### config.mk
export PLATFORM = sky130hd
export DESIGN_NAME = cmd_stage_top
export DESIGN_NICKNAME = d
export VERILOG_FILES = /design/src/hw/drbg_pkg.sv /design/src/hw/cmd_stage_top.sv /design/src/hw/cmd_stage_ctrl.sv /design/src/hw/genbits_buffer.sv /design/src/hw/gen_block_counter.sv /design/src/hw/cmd_fifo.sv
export SDC_FILE = /design/constraint.sdc
export NUM_CORES = 1
export LEC_CHECK = 0
export BUFFER_PORTS_ARGS = -buffer_cell sky130_fd_sc_hd__buf_2
export CAP_MARGIN = 20
export CORE_MARGIN = 10
export CORE_UTILIZATION = 58
export CTS_BUF_LIST = sky130_fd_sc_hd__clkbuf_4 sky130_fd_sc_hd__clkbuf_8 sky130_fd_sc_hd__clkbuf_16
export CTS_CLUSTER_DIAMETER = 150
export DETAILED_ROUTE_END_ITERATION = 10
export PLACE_DENSITY = 0.79
export SLEW_MARGIN = 5
export SYNTH_ARGS = -nofsm -noshare
export SYNTH_HDL_FRONTEND = slang
export SYNTH_SLANG_ARGS = --single-unit
### constraint.sdc
create_clock -name clk_i -period 5.2 [get_ports clk_i]
set_clock_uncertainty 0.2 [all_clocks]
set_input_delay 0.52 -clock clk_i [delete_from_list [all_inputs] [get_ports clk_i]]
set_output_delay 0.52 -clock clk_i [all_outputs]
set_load 0.02 [all_outputs]
### src/hw/drbg_pkg.sv
// --------------------------------------------------------------------------
// DRBG command stage package.
// Command opcodes, field positions and word types shared by the stage.
// --------------------------------------------------------------------------

package drbg_pkg;

  // Command word layout.
  localparam int unsigned CmdWidth     = 32;
  localparam int unsigned OpWidth      = 3;
  localparam int unsigned ClenLsb      = 4;
  localparam int unsigned ClenWidth    = 4;
  localparam int unsigned GlenLsb      = 12;
  localparam int unsigned GlenWidth    = 12;
  // Opcode, clen and flags, replayed for each generate block.
  localparam int unsigned CmdKeepWidth = 12;

  typedef enum logic [OpWidth-1:0] {
    INS = 3'd1,
    RES = 3'd2,
    GEN = 3'd3,
    UPD = 3'd4,
    UNI = 3'd5
  } acmd_e;

  typedef logic [CmdWidth-1:0]     cmd_word_t;
  typedef logic [ClenWidth-1:0]    clen_t;
  typedef logic [GlenWidth-1:0]    glen_t;
  typedef logic [CmdKeepWidth-1:0] cmd_keep_t;
  typedef logic [127:0]            genbits_t;

  // {write when full, read when empty, full while empty}.
  typedef logic [2:0]              fifo_err_t;

endpackage
### src/hw/cmd_stage_top.sv
// --------------------------------------------------------------------------
// DRBG command stage top level.
// Joins the controller with the command FIFO, block counter and buffer.
// --------------------------------------------------------------------------

`timescale 1ns/1ps

module cmd_stage_top import drbg_pkg::*; #(
  parameter int unsigned CmdFifoDepth = 16,
  parameter int unsigned StateIdWidth = 4
) (
  input  logic                    clk_i,
  input  logic                    rst_ni,
  input  logic                    enable_i,
  // Application commands.
  input  logic                    cmd_vld_i,
  input  cmd_word_t               cmd_bus_i,
  input  logic [StateIdWidth-1:0] shid_i,
  output logic                    cmd_rdy_o,
  // Arbiter packets.
  output logic                    arb_req_o,
  output logic                    arb_sop_o,
  output logic                    arb_mop_o,
  output logic                    arb_eop_o,
  input  logic                    arb_gnt_i,
  output cmd_word_t               arb_bus_o,
  // Core acknowledge.
  input  logic                    ack_i,
  input  logic                    ack_sts_i,
  output logic                    ack_o,
  output logic                    ack_sts_o,
  // Generated blocks.
  input  logic                    genbits_vld_i,
  input  genbits_t                genbits_i,
  input  logic                    genbits_fips_i,
  output logic                    genbits_vld_o,
  input  logic                    genbits_rdy_i,
  output genbits_t                genbits_o,
  output logic                    genbits_fips_o,
  // Errors.
  output fifo_err_t               cmd_fifo_err_o,
  output fifo_err_t               genbits_err_o,
  output logic                    gen_cnt_err_o,
  output logic                    sm_err_o
);

  cmd_word_t                     fifo_rdata;
  logic [$clog2(CmdFifoDepth):0] fifo_depth;
  logic                          fifo_full;
  logic                          fifo_pop;
  logic                          gen_set;
  glen_t                         gen_set_cnt;
  logic                          gen_dec;
  glen_t                         gen_cnt;
  logic                          buf_full;

  assign cmd_rdy_o = !fifo_full;

  cmd_fifo #(
    .Width (CmdWidth),
    .Depth (CmdFifoDepth)
  ) u_cmd_fifo (
    .clk_i    (clk_i),
    .rst_ni   (rst_ni),
    .clr_i    (!enable_i),
    .wvalid_i (cmd_vld_i),
    .wdata_i  (cmd_bus_i),
    .rready_i (fifo_pop),
    .rvalid_o (),
    .rdata_o  (fifo_rdata),
    .full_o   (fifo_full),
    .depth_o  (fifo_depth),
    .err_o    (cmd_fifo_err_o)
  );

  gen_block_counter u_gen_block_counter (
    .clk_i     (clk_i),
    .rst_ni    (rst_ni),
    .clr_i     (!enable_i),
    .set_i     (gen_set),
    .set_cnt_i (gen_set_cnt),
    .dec_i     (gen_dec),
    .cnt_o     (gen_cnt),
    .err_o     (gen_cnt_err_o)
  );

  genbits_buffer u_genbits_buffer (
    .clk_i    (clk_i),
    .rst_ni   (rst_ni),
    .clr_i    (!enable_i),
    .push_i   (genbits_vld_i),
    .bits_i   (genbits_i),
    .fips_i   (genbits_fips_i),
    .rdy_i    (genbits_rdy_i),
    .enable_i (enable_i),
    .vld_o    (genbits_vld_o),
    .bits_o   (genbits_o),
    .fips_o   (genbits_fips_o),
    .full_o   (buf_full),
    .err_o    (genbits_err_o)
  );

  cmd_stage_ctrl #(
    .CmdFifoDepth (CmdFifoDepth),
    .StateIdWidth (StateIdWidth)
  ) u_cmd_stage_ctrl (
    .clk_i         (clk_i),
    .rst_ni        (rst_ni),
    .enable_i      (enable_i),
    .shid_i        (shid_i),
    .fifo_rdata_i  (fifo_rdata),
    .fifo_depth_i  (fifo_depth),
    .ack_i         (ack_i),
    .ack_sts_i     (ack_sts_i),
    .arb_gnt_i     (arb_gnt_i),
    .gen_cnt_i     (gen_cnt),
    .gen_cnt_err_i (gen_cnt_err_o),
    .buf_full_i    (buf_full),
    .fifo_pop_o    (fifo_pop),
    .gen_set_o     (gen_set),
    .gen_set_cnt_o (gen_set_cnt),
    .gen_dec_o     (gen_dec),
    .arb_req_o     (arb_req_o),
    .arb_sop_o     (arb_sop_o),
    .arb_mop_o     (arb_mop_o),
    .arb_eop_o     (arb_eop_o),
    .arb_bus_o     (arb_bus_o),
    .ack_o         (ack_o),
    .ack_sts_o     (ack_sts_o),
    .sm_err_o      (sm_err_o)
  );

endmodule

### src/hw/cmd_stage_ctrl.sv
// --------------------------------------------------------------------------
// Command stage controller.
// Sends queued commands as arbiter packets, replays generate headers and
// returns the final acknowledge.
// --------------------------------------------------------------------------

`timescale 1ns/1ps

module cmd_stage_ctrl import drbg_pkg::*; #(
  parameter int unsigned CmdFifoDepth = 16,
  parameter int unsigned StateIdWidth = 4
) (
  input  logic                          clk_i,
  input  logic                          rst_ni,
  input  logic                          enable_i,
  input  logic [StateIdWidth-1:0]       shid_i,
  input  cmd_word_t                     fifo_rdata_i,
  input  logic [$clog2(CmdFifoDepth):0] fifo_depth_i,
  input  logic                          ack_i,
  input  logic                          ack_sts_i,
  input  logic                          arb_gnt_i,
  input  glen_t                         gen_cnt_i,
  input  logic                          gen_cnt_err_i,
  input  logic                          buf_full_i,
  output logic                          fifo_pop_o,
  output logic                          gen_set_o,
  output glen_t                         gen_set_cnt_o,
  output logic                          gen_dec_o,
  output logic                          arb_req_o,
  output logic                          arb_sop_o,
  output logic                          arb_mop_o,
  output logic                          arb_eop_o,
  output cmd_word_t                     arb_bus_o,
  output logic                          ack_o,
  output logic                          ack_sts_o,
  output logic                          sm_err_o
);

  localparam int unsigned PadWidth = CmdWidth - 1 - StateIdWidth - CmdKeepWidth;

  // Sparse encoding, minimum Hamming distance of three.
  typedef enum logic [7:0] {
    Idle      = 8'b00011011,
    ArbGnt    = 8'b11110101,
    SendSop   = 8'b00011100,
    SendMop   = 8'b00000001,
    GenCmdChk = 8'b01010110,
    CmdAck    = 8'b10001101,
    GenReq    = 8'b11000000,
    GenArbGnt = 8'b11111110,
    GenSop    = 8'b10110010,
    Error     = 8'b10111001
  } state_e;

  state_e    state_d;
  state_e    state_q;
  logic      fifo_empty;
  clen_t     cmd_clen;
  logic      cmd_is_gen;
  logic      first_req;
  logic      replay_req;
  logic      glast;
  logic      clen_dec;
  logic      final_ack;
  logic      sts_capture;
  clen_t     clen_q;
  logic      gen_flag_q;
  cmd_keep_t gen_cmd_q;
  logic      ack_q;
  logic      ack_sts_q;

  assign fifo_empty = (fifo_depth_i == '0);
  assign cmd_clen   = fifo_rdata_i[ClenLsb +: ClenWidth];
  assign cmd_is_gen = (acmd_e'(fifo_rdata_i[OpWidth-1:0]) == GEN);

  assign gen_set_o     = first_req;
  assign gen_set_cnt_o = fifo_rdata_i[GlenLsb +: GlenWidth];

  // --------------------------------------------------------------------------
  // Packet bus.
  // --------------------------------------------------------------------------

  // Header beat is pad, glast, shid, then the low command bits.
  assign arb_bus_o =
      replay_req ? {{PadWidth{1'b0}}, glast, shid_i, gen_cmd_q} :
      first_req  ? {{PadWidth{1'b0}}, glast, shid_i, fifo_rdata_i[CmdKeepWidth-1:0]} :
      arb_mop_o  ? fifo_rdata_i :
      '0;

  // Command fields.
  always_ff @(posedge clk_i or negedge rst_ni) begin
    if (!rst_ni) begin
      clen_q     <= '0;
      gen_flag_q <= 1'b0;
      ack_q      <= 1'b0;
      ack_sts_q  <= 1'b0;
    end else if (!enable_i) begin
      clen_q     <= '0;
      gen_flag_q <= 1'b0;
      ack_q      <= 1'b0;
      ack_sts_q  <= 1'b0;
    end else begin
      if (first_req) begin
        clen_q     <= cmd_clen;
        gen_flag_q <= cmd_is_gen;
      end else if (clen_dec) begin
        clen_q <= clen_q - 1'b1;
      end
      ack_q <= final_ack;
      if (sts_capture) begin
        ack_sts_q <= ack_sts_i;
      end
    end
  end

  // Header kept for the later generate requests.
  always_ff @(posedge clk_i) begin
    if (first_req) begin
      gen_cmd_q <= fifo_rdata_i[CmdKeepWidth-1:0];
    end
  end

  assign ack_o     = ack_q;
  assign ack_sts_o = ack_sts_q;

  // --------------------------------------------------------------------------
  // State machine.
  // --------------------------------------------------------------------------

  always_ff @(posedge clk_i or negedge rst_ni) begin
    if (!rst_ni) begin
      state_q <= Idle;
    end else begin
      state_q <= state_d;
    end
  end

  always_comb begin
    state_d     = state_q;
    fifo_pop_o  = 1'b0;
    gen_dec_o   = 1'b0;
    arb_req_o   = 1'b0;
    arb_sop_o   = 1'b0;
    arb_mop_o   = 1'b0;
    arb_eop_o   = 1'b0;
    sm_err_o    = 1'b0;
    first_req   = 1'b0;
    replay_req  = 1'b0;
    glast       = 1'b0;
    clen_dec    = 1'b0;
    final_ack   = 1'b0;
    sts_capture = 1'b0;

    if (state_q == Error) begin
      // Held here until reset.
      sm_err_o = 1'b1;
    end else if (gen_cnt_err_i) begin
      state_d = Error;
    end else if (!enable_i && state_q inside {Idle, ArbGnt, SendSop, SendMop, GenCmdChk,
                                              CmdAck, GenReq, GenArbGnt, GenSop}) begin
      state_d = Idle;
    end else begin
      unique case (state_q)
        Idle: begin
          if (!fifo_empty) begin
            state_d = ArbGnt;
          end
        end
        ArbGnt: begin
          arb_req_o = 1'b1;
          if (arb_gnt_i) begin
            state_d = SendSop;
          end
        end
        SendSop: begin
          first_req  = 1'b1;
          arb_sop_o  = 1'b1;
          fifo_pop_o = 1'b1;
          glast      = (fifo_rdata_i[GlenLsb +: GlenWidth] == glen_t'(1));
          if (cmd_clen == '0) begin
            arb_eop_o = 1'b1;
            state_d   = GenCmdChk;
          end else begin
            state_d = SendMop;
          end
        end
        SendMop: begin
          // Stall while the next data word is missing.
          if (!fifo_empty) begin
            fifo_pop_o = 1'b1;
            clen_dec   = 1'b1;
            arb_mop_o  = 1'b1;
            if (clen_q == clen_t'(1)) begin
              arb_eop_o = 1'b1;
              state_d   = GenCmdChk;
            end
          end
        end
        GenCmdChk: begin
          gen_dec_o = gen_flag_q;
          state_d   = CmdAck;
        end
        CmdAck: begin
          if (ack_i) begin
            // Status only counts on the last core ack.
            sts_capture = !gen_flag_q || (gen_cnt_i == '0);
            state_d     = GenReq;
          end
        end
        GenReq: begin
          if (!gen_flag_q) begin
            final_ack = 1'b1;
            state_d   = Idle;
          end else if (!buf_full_i) begin
            if (gen_cnt_i == '0) begin
              final_ack = 1'b1;
              state_d   = Idle;
            end else begin
              state_d = GenArbGnt;
            end
          end
        end
        GenArbGnt: begin
          arb_req_o = 1'b1;
          if (arb_gnt_i) begin
            state_d = GenSop;
          end
        end
        GenSop: begin
          replay_req = 1'b1;
          arb_sop_o  = 1'b1;
          arb_eop_o  = 1'b1;
          glast      = (gen_cnt_i == glen_t'(1));
          state_d    = GenCmdChk;
        end
        default: begin
          state_d  = Error;
          sm_err_o = 1'b1;
        end
      endcase
    end
  end

  ErrorStable_A: assert property (@(posedge clk_i) disable iff (!rst_ni)
    (state_q == Error) |=> (state_q == Error));

  ErrorOutput_A: assert property (@(posedge clk_i) disable iff (!rst_ni)
    (state_q == Error) |-> sm_err_o);

endmodule

### src/hw/genbits_buffer.sv
// --------------------------------------------------------------------------
// One-entry buffer for a generated block and its FIPS flag.
// --------------------------------------------------------------------------

`timescale 1ns/1ps

module genbits_buffer import drbg_pkg::*; (
  input  logic      clk_i,
  input  logic      rst_ni,
  input  logic      clr_i,
  input  logic      push_i,
  input  genbits_t  bits_i,
  input  logic      fips_i,
  input  logic      rdy_i,
  input  logic      enable_i,
  output logic      vld_o,
  output genbits_t  bits_o,
  output logic      fips_o,
  output logic      full_o,
  output fifo_err_t err_o
);

  genbits_t bits_q;
  logic     fips_q;
  logic     full_q;
  logic     push;
  logic     pop;

  assign push  = enable_i && push_i;
  assign vld_o = enable_i && full_q;
  assign pop   = vld_o && rdy_i;

  always_ff @(posedge clk_i or negedge rst_ni) begin
    if (!rst_ni) begin
      full_q <= 1'b0;
    end else if (clr_i) begin
      full_q <= 1'b0;
    end else if (push) begin
      full_q <= 1'b1;
    end else if (pop) begin
      full_q <= 1'b0;
    end
  end

  // Last block stays on the output after it is taken.
  always_ff @(posedge clk_i) begin
    if (push) begin
      bits_q <= bits_i;
      fips_q <= fips_i;
    end
  end

  assign bits_o = bits_q;
  assign fips_o = fips_q;
  assign full_o = full_q;

  // A single entry is never full and empty at once.
  assign err_o = {push && full_q, pop && !full_q, 1'b0};

endmodule

### src/hw/gen_block_counter.sv
// --------------------------------------------------------------------------
// Redundant down-counter of the generate blocks still to request.
// --------------------------------------------------------------------------

`timescale 1ns/1ps

module gen_block_counter import drbg_pkg::*; (
  input  logic  clk_i,
  input  logic  rst_ni,
  input  logic  clr_i,
  input  logic  set_i,
  input  glen_t set_cnt_i,
  input  logic  dec_i,
  output glen_t cnt_o,
  output logic  err_o
);

  glen_t down_q;
  glen_t up_inv_q;
  glen_t up_cnt;

  // Up copy kept inverted, so both registers rest at all ones.
  always_ff @(posedge clk_i or negedge rst_ni) begin
    if (!rst_ni) begin
      down_q   <= '1;
      up_inv_q <= '1;
    end else if (clr_i) begin
      down_q   <= '1;
      up_inv_q <= '1;
    end else if (set_i) begin
      down_q   <= set_cnt_i;
      up_inv_q <= ~(~set_cnt_i);
    end else if (dec_i) begin
      down_q   <= down_q - 1'b1;
      up_inv_q <= ~(up_cnt + 1'b1);
    end
  end

  assign up_cnt = ~up_inv_q;
  assign cnt_o  = down_q;

  // Both copies together always sum to all ones.
  assign err_o = (glen_t'(down_q + up_cnt) != '1);

  NoDecAtZero_A: assert property (@(posedge clk_i) disable iff (!rst_ni)
    dec_i |-> (down_q != '0));

endmodule

### src/hw/cmd_fifo.sv
// --------------------------------------------------------------------------
// Synchronous command FIFO.
// Circular buffer with clear, fill depth and an error vector.
// --------------------------------------------------------------------------

`timescale 1ns/1ps

module cmd_fifo import drbg_pkg::*; #(
  parameter int unsigned Width = CmdWidth,
  parameter int unsigned Depth = 16
) (
  input  logic                   clk_i,
  input  logic                   rst_ni,
  input  logic                   clr_i,
  input  logic                   wvalid_i,
  input  cmd_word_t              wdata_i,
  input  logic                   rready_i,
  output logic                   rvalid_o,
  output cmd_word_t              rdata_o,
  output logic                   full_o,
  output logic [$clog2(Depth):0] depth_o,
  output fifo_err_t              err_o
);

  localparam int unsigned PtrW = (Depth > 1) ? $clog2(Depth) : 1;
  localparam int unsigned CntW = $clog2(Depth) + 1;

  logic [Width-1:0] mem_q [Depth];
  logic [PtrW-1:0]  wptr_q;
  logic [PtrW-1:0]  rptr_q;
  logic [CntW-1:0]  cnt_q;
  logic             empty;
  logic             push;
  logic             pop;

  // Pointer step with wrap at the last entry.
  function automatic logic [PtrW-1:0] ptr_inc(input logic [PtrW-1:0] ptr);
    return (ptr == PtrW'(Depth - 1)) ? '0 : ptr + 1'b1;
  endfunction

  assign empty    = (cnt_q == '0);
  assign full_o   = (cnt_q == CntW'(Depth));
  assign rvalid_o = !empty;
  assign depth_o  = cnt_q;

  assign push = wvalid_i && !full_o;
  assign pop  = rready_i && !empty;

  always_ff @(posedge clk_i or negedge rst_ni) begin
    if (!rst_ni) begin
      wptr_q <= '0;
      rptr_q <= '0;
      cnt_q  <= '0;
    end else if (clr_i) begin
      wptr_q <= '0;
      rptr_q <= '0;
      cnt_q  <= '0;
    end else begin
      if (push) begin
        wptr_q <= ptr_inc(wptr_q);
      end
      if (pop) begin
        rptr_q <= ptr_inc(rptr_q);
      end
      if (push && !pop) begin
        cnt_q <= cnt_q + 1'b1;
      end else if (pop && !push) begin
        cnt_q <= cnt_q - 1'b1;
      end
    end
  end

  // Storage.
  always_ff @(posedge clk_i) begin
    if (push) begin
      mem_q[wptr_q] <= wdata_i[Width-1:0];
    end
  end

  // Head word is visible without a pop.
  assign rdata_o = CmdWidth'(mem_q[rptr_q]);

  assign err_o = {wvalid_i && full_o, rready_i && empty, full_o && empty};

  DepthBound_A: assert property (@(posedge clk_i) disable iff (!rst_ni)
    cnt_q <= CntW'(Depth));

endmodule

==> results list <==
- In this run the tool buffered the top-level ports with 347 buffer cells.
* Final total power: 12.2 mW
- The core region is 0.0490 sq mm.
- The max-slew violation count came to 0.
* Crit Reg-Reg Startpoint: u_gen_block_counter.up_inv_q[0]
* Fin crit share: slightly below 100%
- P per Cell Area: ~350 mW/mm^2
* Detail Route Antenna Nets: 0
- The synthesized design contains 653 enable-type register cells.
- Asr flop ratio synth: 7.51%
- Drt first-iter violations: 2305
- Chip Width: 242 um
* Share of total power in combinational logic: roughly 5.1%
- The layout has 2910 filler cells.
* Clk pwr share: 42.7%
- Endpoint, Worst Hold: u_cmd_fifo.mem_q[3][26]
* Type of the worst setup path: reg -> out
- In this run the core area contains 81 standard-cell rows.
- GRT Overall Usage: 27.1%
* Number of optimization iterations in the first detailed-route pass: 6
* Hold slack: 0.0718 ns
- For the final routed database, the setup TNS stands at 0 ns.
* Number of buffers on the longest clock path: 3
* Fraction of power spent switching nets: a little over a fifth
- Summing the sequential cell areas from Yosys gives 73.1% of the chip area.
- Critical-path maximum fanout: 4
- Maximum level of the CTS H-tree: 3
* Net switching power figure: about 2.6 mW
* Clock buffers created by TritonCTS: 72
- Detail-routed net length per standard cell: ~28 um
- Number of top-level pins: 351
* Half-perimeter wire length after placement: 49400 um
* GP Congestion: 0.937
- Die height: 242 um
- Vias after detailed routing: 18200
* Syn avg cell area: 17.3 sq um
* Gate Count Post-Synth: 1656
- Depth of the most critical reg-to-reg path: 16
- Wires add up to 81100 um.
* Number of global-route vias before repair: 18300
* Crit path time final: 5.09 ns
- In the synthesized netlist the dominant register cell turns out to be edfxtp_1.
* Final-report hold violation count: 0
* Clock transition at path regs: 0.06 ns
* Normalized max-slew margin: 24.2%
* Kind of start point of the critical path: register
- In this run the register-to-register setup slack is 0.36 ns.
* Number of antenna violations at the first check in global routing: 9
- In this run the static leakage power is 12.6 nW.
* Sequential fraction of design power: 52.2%
- The floorplan step defined a die boundary enclosing 0.0587 sq mm.
- The first global-routing pass estimated 120000 um of wire.
- #FFs+latches synth: 706
- Setup violations remaining at the end of the flow were counted as 0.
* Maximum frequency from static timing analysis: ~0.20 GHz
- Remaining global-route overflow: 0
- Clock insertion delay at the later pin of the skew report: 0.61 ns
* Max IR drop VDD: around 290 uV
* Clock root cell: clkbuf_16
- Run status: finished clean
* Final #Nets: 2382
- For the pin with the worst max-slew slack, the measured transition is 1.14 ns.
- In the routed layout, each cell is associated on average with a via count of between 6 and 7.
- The internal portion of the total power is 9.62 mW.
- Yosys printed 0 warnings.
* Number of DRC violations after detailed routing: 0
* Post-synthesis to final-layout area growth: 22.7%
- End of the worst register-to-register path: u_cmd_fifo.depth_o[4]
- Required time reported for the critical path endpoint: 4.48 ns
- TritonCTS built the clock tree.
- Startpoint of the most critical hold path: cmd_bus_i[26]
- Post-synthesis cell type count: 80
- Crit. End Element: output pin
- Largest net degree at the start of global routing: 68
* Max-cap violation count: 0
- The min-delay analysis places its worst path in the category in -> reg.
- Once the floorplan was initialized, standard cells occupied 58.6% of the core.
- Arr. time, crit path: 4.37 ns
- Clock sink total: 706
* Count of cells along the worst hold path: 1
- Share of final-layout standard cells stronger than drive strength 1: 30.5%
* Combined area of all synthesized cells: 0.0287 sq mm
[what timing repair did]
| action | in CTS | in global routing |
|---|---|---|
| gates resized for setup | 3 | 6 |
| endpoints found under the hold margin | 156 | 0 |
| setup buffers | 1 | 3 |
| setup endpoints to repair | 2 | 8 |
| cloned | 0 | 0 |
| hold buffers | 132 | 0 |
| pin swaps | 1 | 3 |
[cell families after synthesis]
kind of cell / count (synthesis) / synth area share, %
flops: 706 / 73.1
simple gates: 307 / 5.68
fa+ha+maj: 27 / 1.23
mux: 197 / 10.5
buf+inv: 111 / 1.68
other cells: 1 / 0.0131
compound gates: 299 / 7.56
xor+xnor: 8 / 0.244
[layer usage]
layer	track usage, %	vias to the layer above	share of wire [%]
met1	36.3	9183	38
li1	-	7775	-
met4	8.01	8	2.3
met5	0	-	0.051
met2	44.5	1060	50
met3	5.28	139	10
[registers in the layout, summed over array words and instances (netlist names)]
signal and count:
u_cmd_fifo.wptr_q 4, u_cmd_stage_ctrl.ack_sts_o 1, u_genbits_buffer.bits_o 128, u_cmd_fifo.rptr_q 4, u_cmd_stage_ctrl.clen_q 4, u_cmd_stage_ctrl.gen_flag_q 1
u_gen_block_counter.cnt_o 12, u_cmd_stage_ctrl.state_q 8, u_cmd_stage_ctrl.gen_cmd_q 12, u_cmd_fifo.mem_q 512, u_genbits_buffer.full_o 1, u_cmd_fifo.depth_o 5
u_genbits_buffer.fips_o 1, u_cmd_stage_ctrl.ack_o 1, u_gen_block_counter.up_inv_q 12
[cell usage in the layout, fill, tap and decap left out, drive strengths merged, types with 13 or more instances in the layout]
| cell | instances |
|---|---|
| nor2 | 49 |
| a211oi | 19 |
| a21oi | 50 |
| buf | 396 |
| and2 | 16 |
| and3 | 14 |
| ha | 25 |
| a22o | 17 |
| clkinv | 30 |
| nand3 | 28 |
| nand2 | 88 |
| a221oi | 50 |
| a22oi | 25 |
| or3 | 13 |
| mux4 | 82 |
| nor3 | 21 |
| edfxtp | 653 |
| clkbuf | 89 |
| dfstp | 28 |
| dfrtp | 25 |
| inv | 35 |
| mux2i | 108 |
| o21ai | 59 |
| dlygate4sd3 | 132 |
[power groups by stage]
stage	clock network, mW	registers [mW]	logic, mW
after floorplan	0	6.59	0.151
after global placement	0	6.49	0.506
after CTS	5.25	6.39	0.613
after global routing	5.50	6.40	0.660
final	5.22	6.39	0.623
after detailed placement	0	6.50	0.524
[critical path: stages, from the launching register on]
cell       delay [ns]
dfstp_2          0.53
inv_1            0.08
ha_1             0.25
fa_2             0.42
a211oi_4         0.26
o21bai_2         0.12
a2111oi_4        0.38
buf_4            0.19
o21ai_4          0.08
a2111oi_4        0.41
nand2_2          0.14
or4_4            0.57
o221ai_4         0.12
buf_6            0.20
[metrics by stage]
| step | utilization, % | cells | instance area, sq um | setup slack [ns] |
|---|---|---|---|---|
| final | 71.9 | 2905 | 35200 | 0.109 |
| after global routing | 71.9 | 2903 | 35200 | -0.00562 |
| after CTS | 71.6 | 2895 | 35100 | 0.0307 |
| after detailed placement | 64.0 | 2632 | 31300 | 0.328 |
| after global placement | 64.0 | 2632 | 31300 | 0.435 |
| after floorplan | - | 1658 | 28700 | 0.729 |
[layout make-up]
cell class | count | area [sq um] | area share (%)
Sequential cell | 706 | 21000 | 59.6
Multi-Input combinational cell | 841 | 7320 | 20.8
Timing Repair Buffer | 528 | 3540 | 10.1
Clock buffer | 89 | 1990 | 5.65
Tap cell | 664 | 831 | 2.36
Clock inverter | 41 | 415 | 1.18
Inverter | 32 | 120 | 0.341
Antenna cell | 4 | 10.0 | 0.0284
[worst max-delay path by stage]
stage / start / endpoint / slack (ns) / cells after the start
after floorplan: enable_i / u_genbits_buffer.bits_o[0] / 0.73 / 2
after global placement: u_gen_block_counter.up_inv_q[0] / arb_bus_o[16] / 0.44 / 12
after detailed placement: u_gen_block_counter.up_inv_q[0] / u_cmd_fifo.depth_o[4] / 0.33 / 16
after CTS: u_gen_block_counter.up_inv_q[0] / arb_bus_o[16] / 0.03 / 12
after global routing: u_gen_block_counter.up_inv_q[0] / u_cmd_fifo.depth_o[4] / -0.006 / 16
final: u_gen_block_counter.up_inv_q[0] / arb_bus_o[16] / 0.11 / 13
[synth_stat cells, types with 21 or more instances]
master / number / area share, %
nand3_1: 28 / 0.49
dfrtp_1: 25 / 2.2
mux4_2: 82 / 6.4
dfstp_2: 28 / 2.6
a21oi_1: 50 / 0.87
a22oi_1: 25 / 0.65
ha_1: 25 / 1.1
mux2i_1: 108 / 3.8
clkbuf_1: 44 / 0.58
o21ai_0: 53 / 0.92
inv_1: 31 / 0.41
a221oi_1: 50 / 1.5
buf_2: 21 / 0.37
nor2_1: 49 / 0.64
nand2_1: 87 / 1.1
edfxtp_1: 653 / 68
Power figures use the tool's default switching activity.
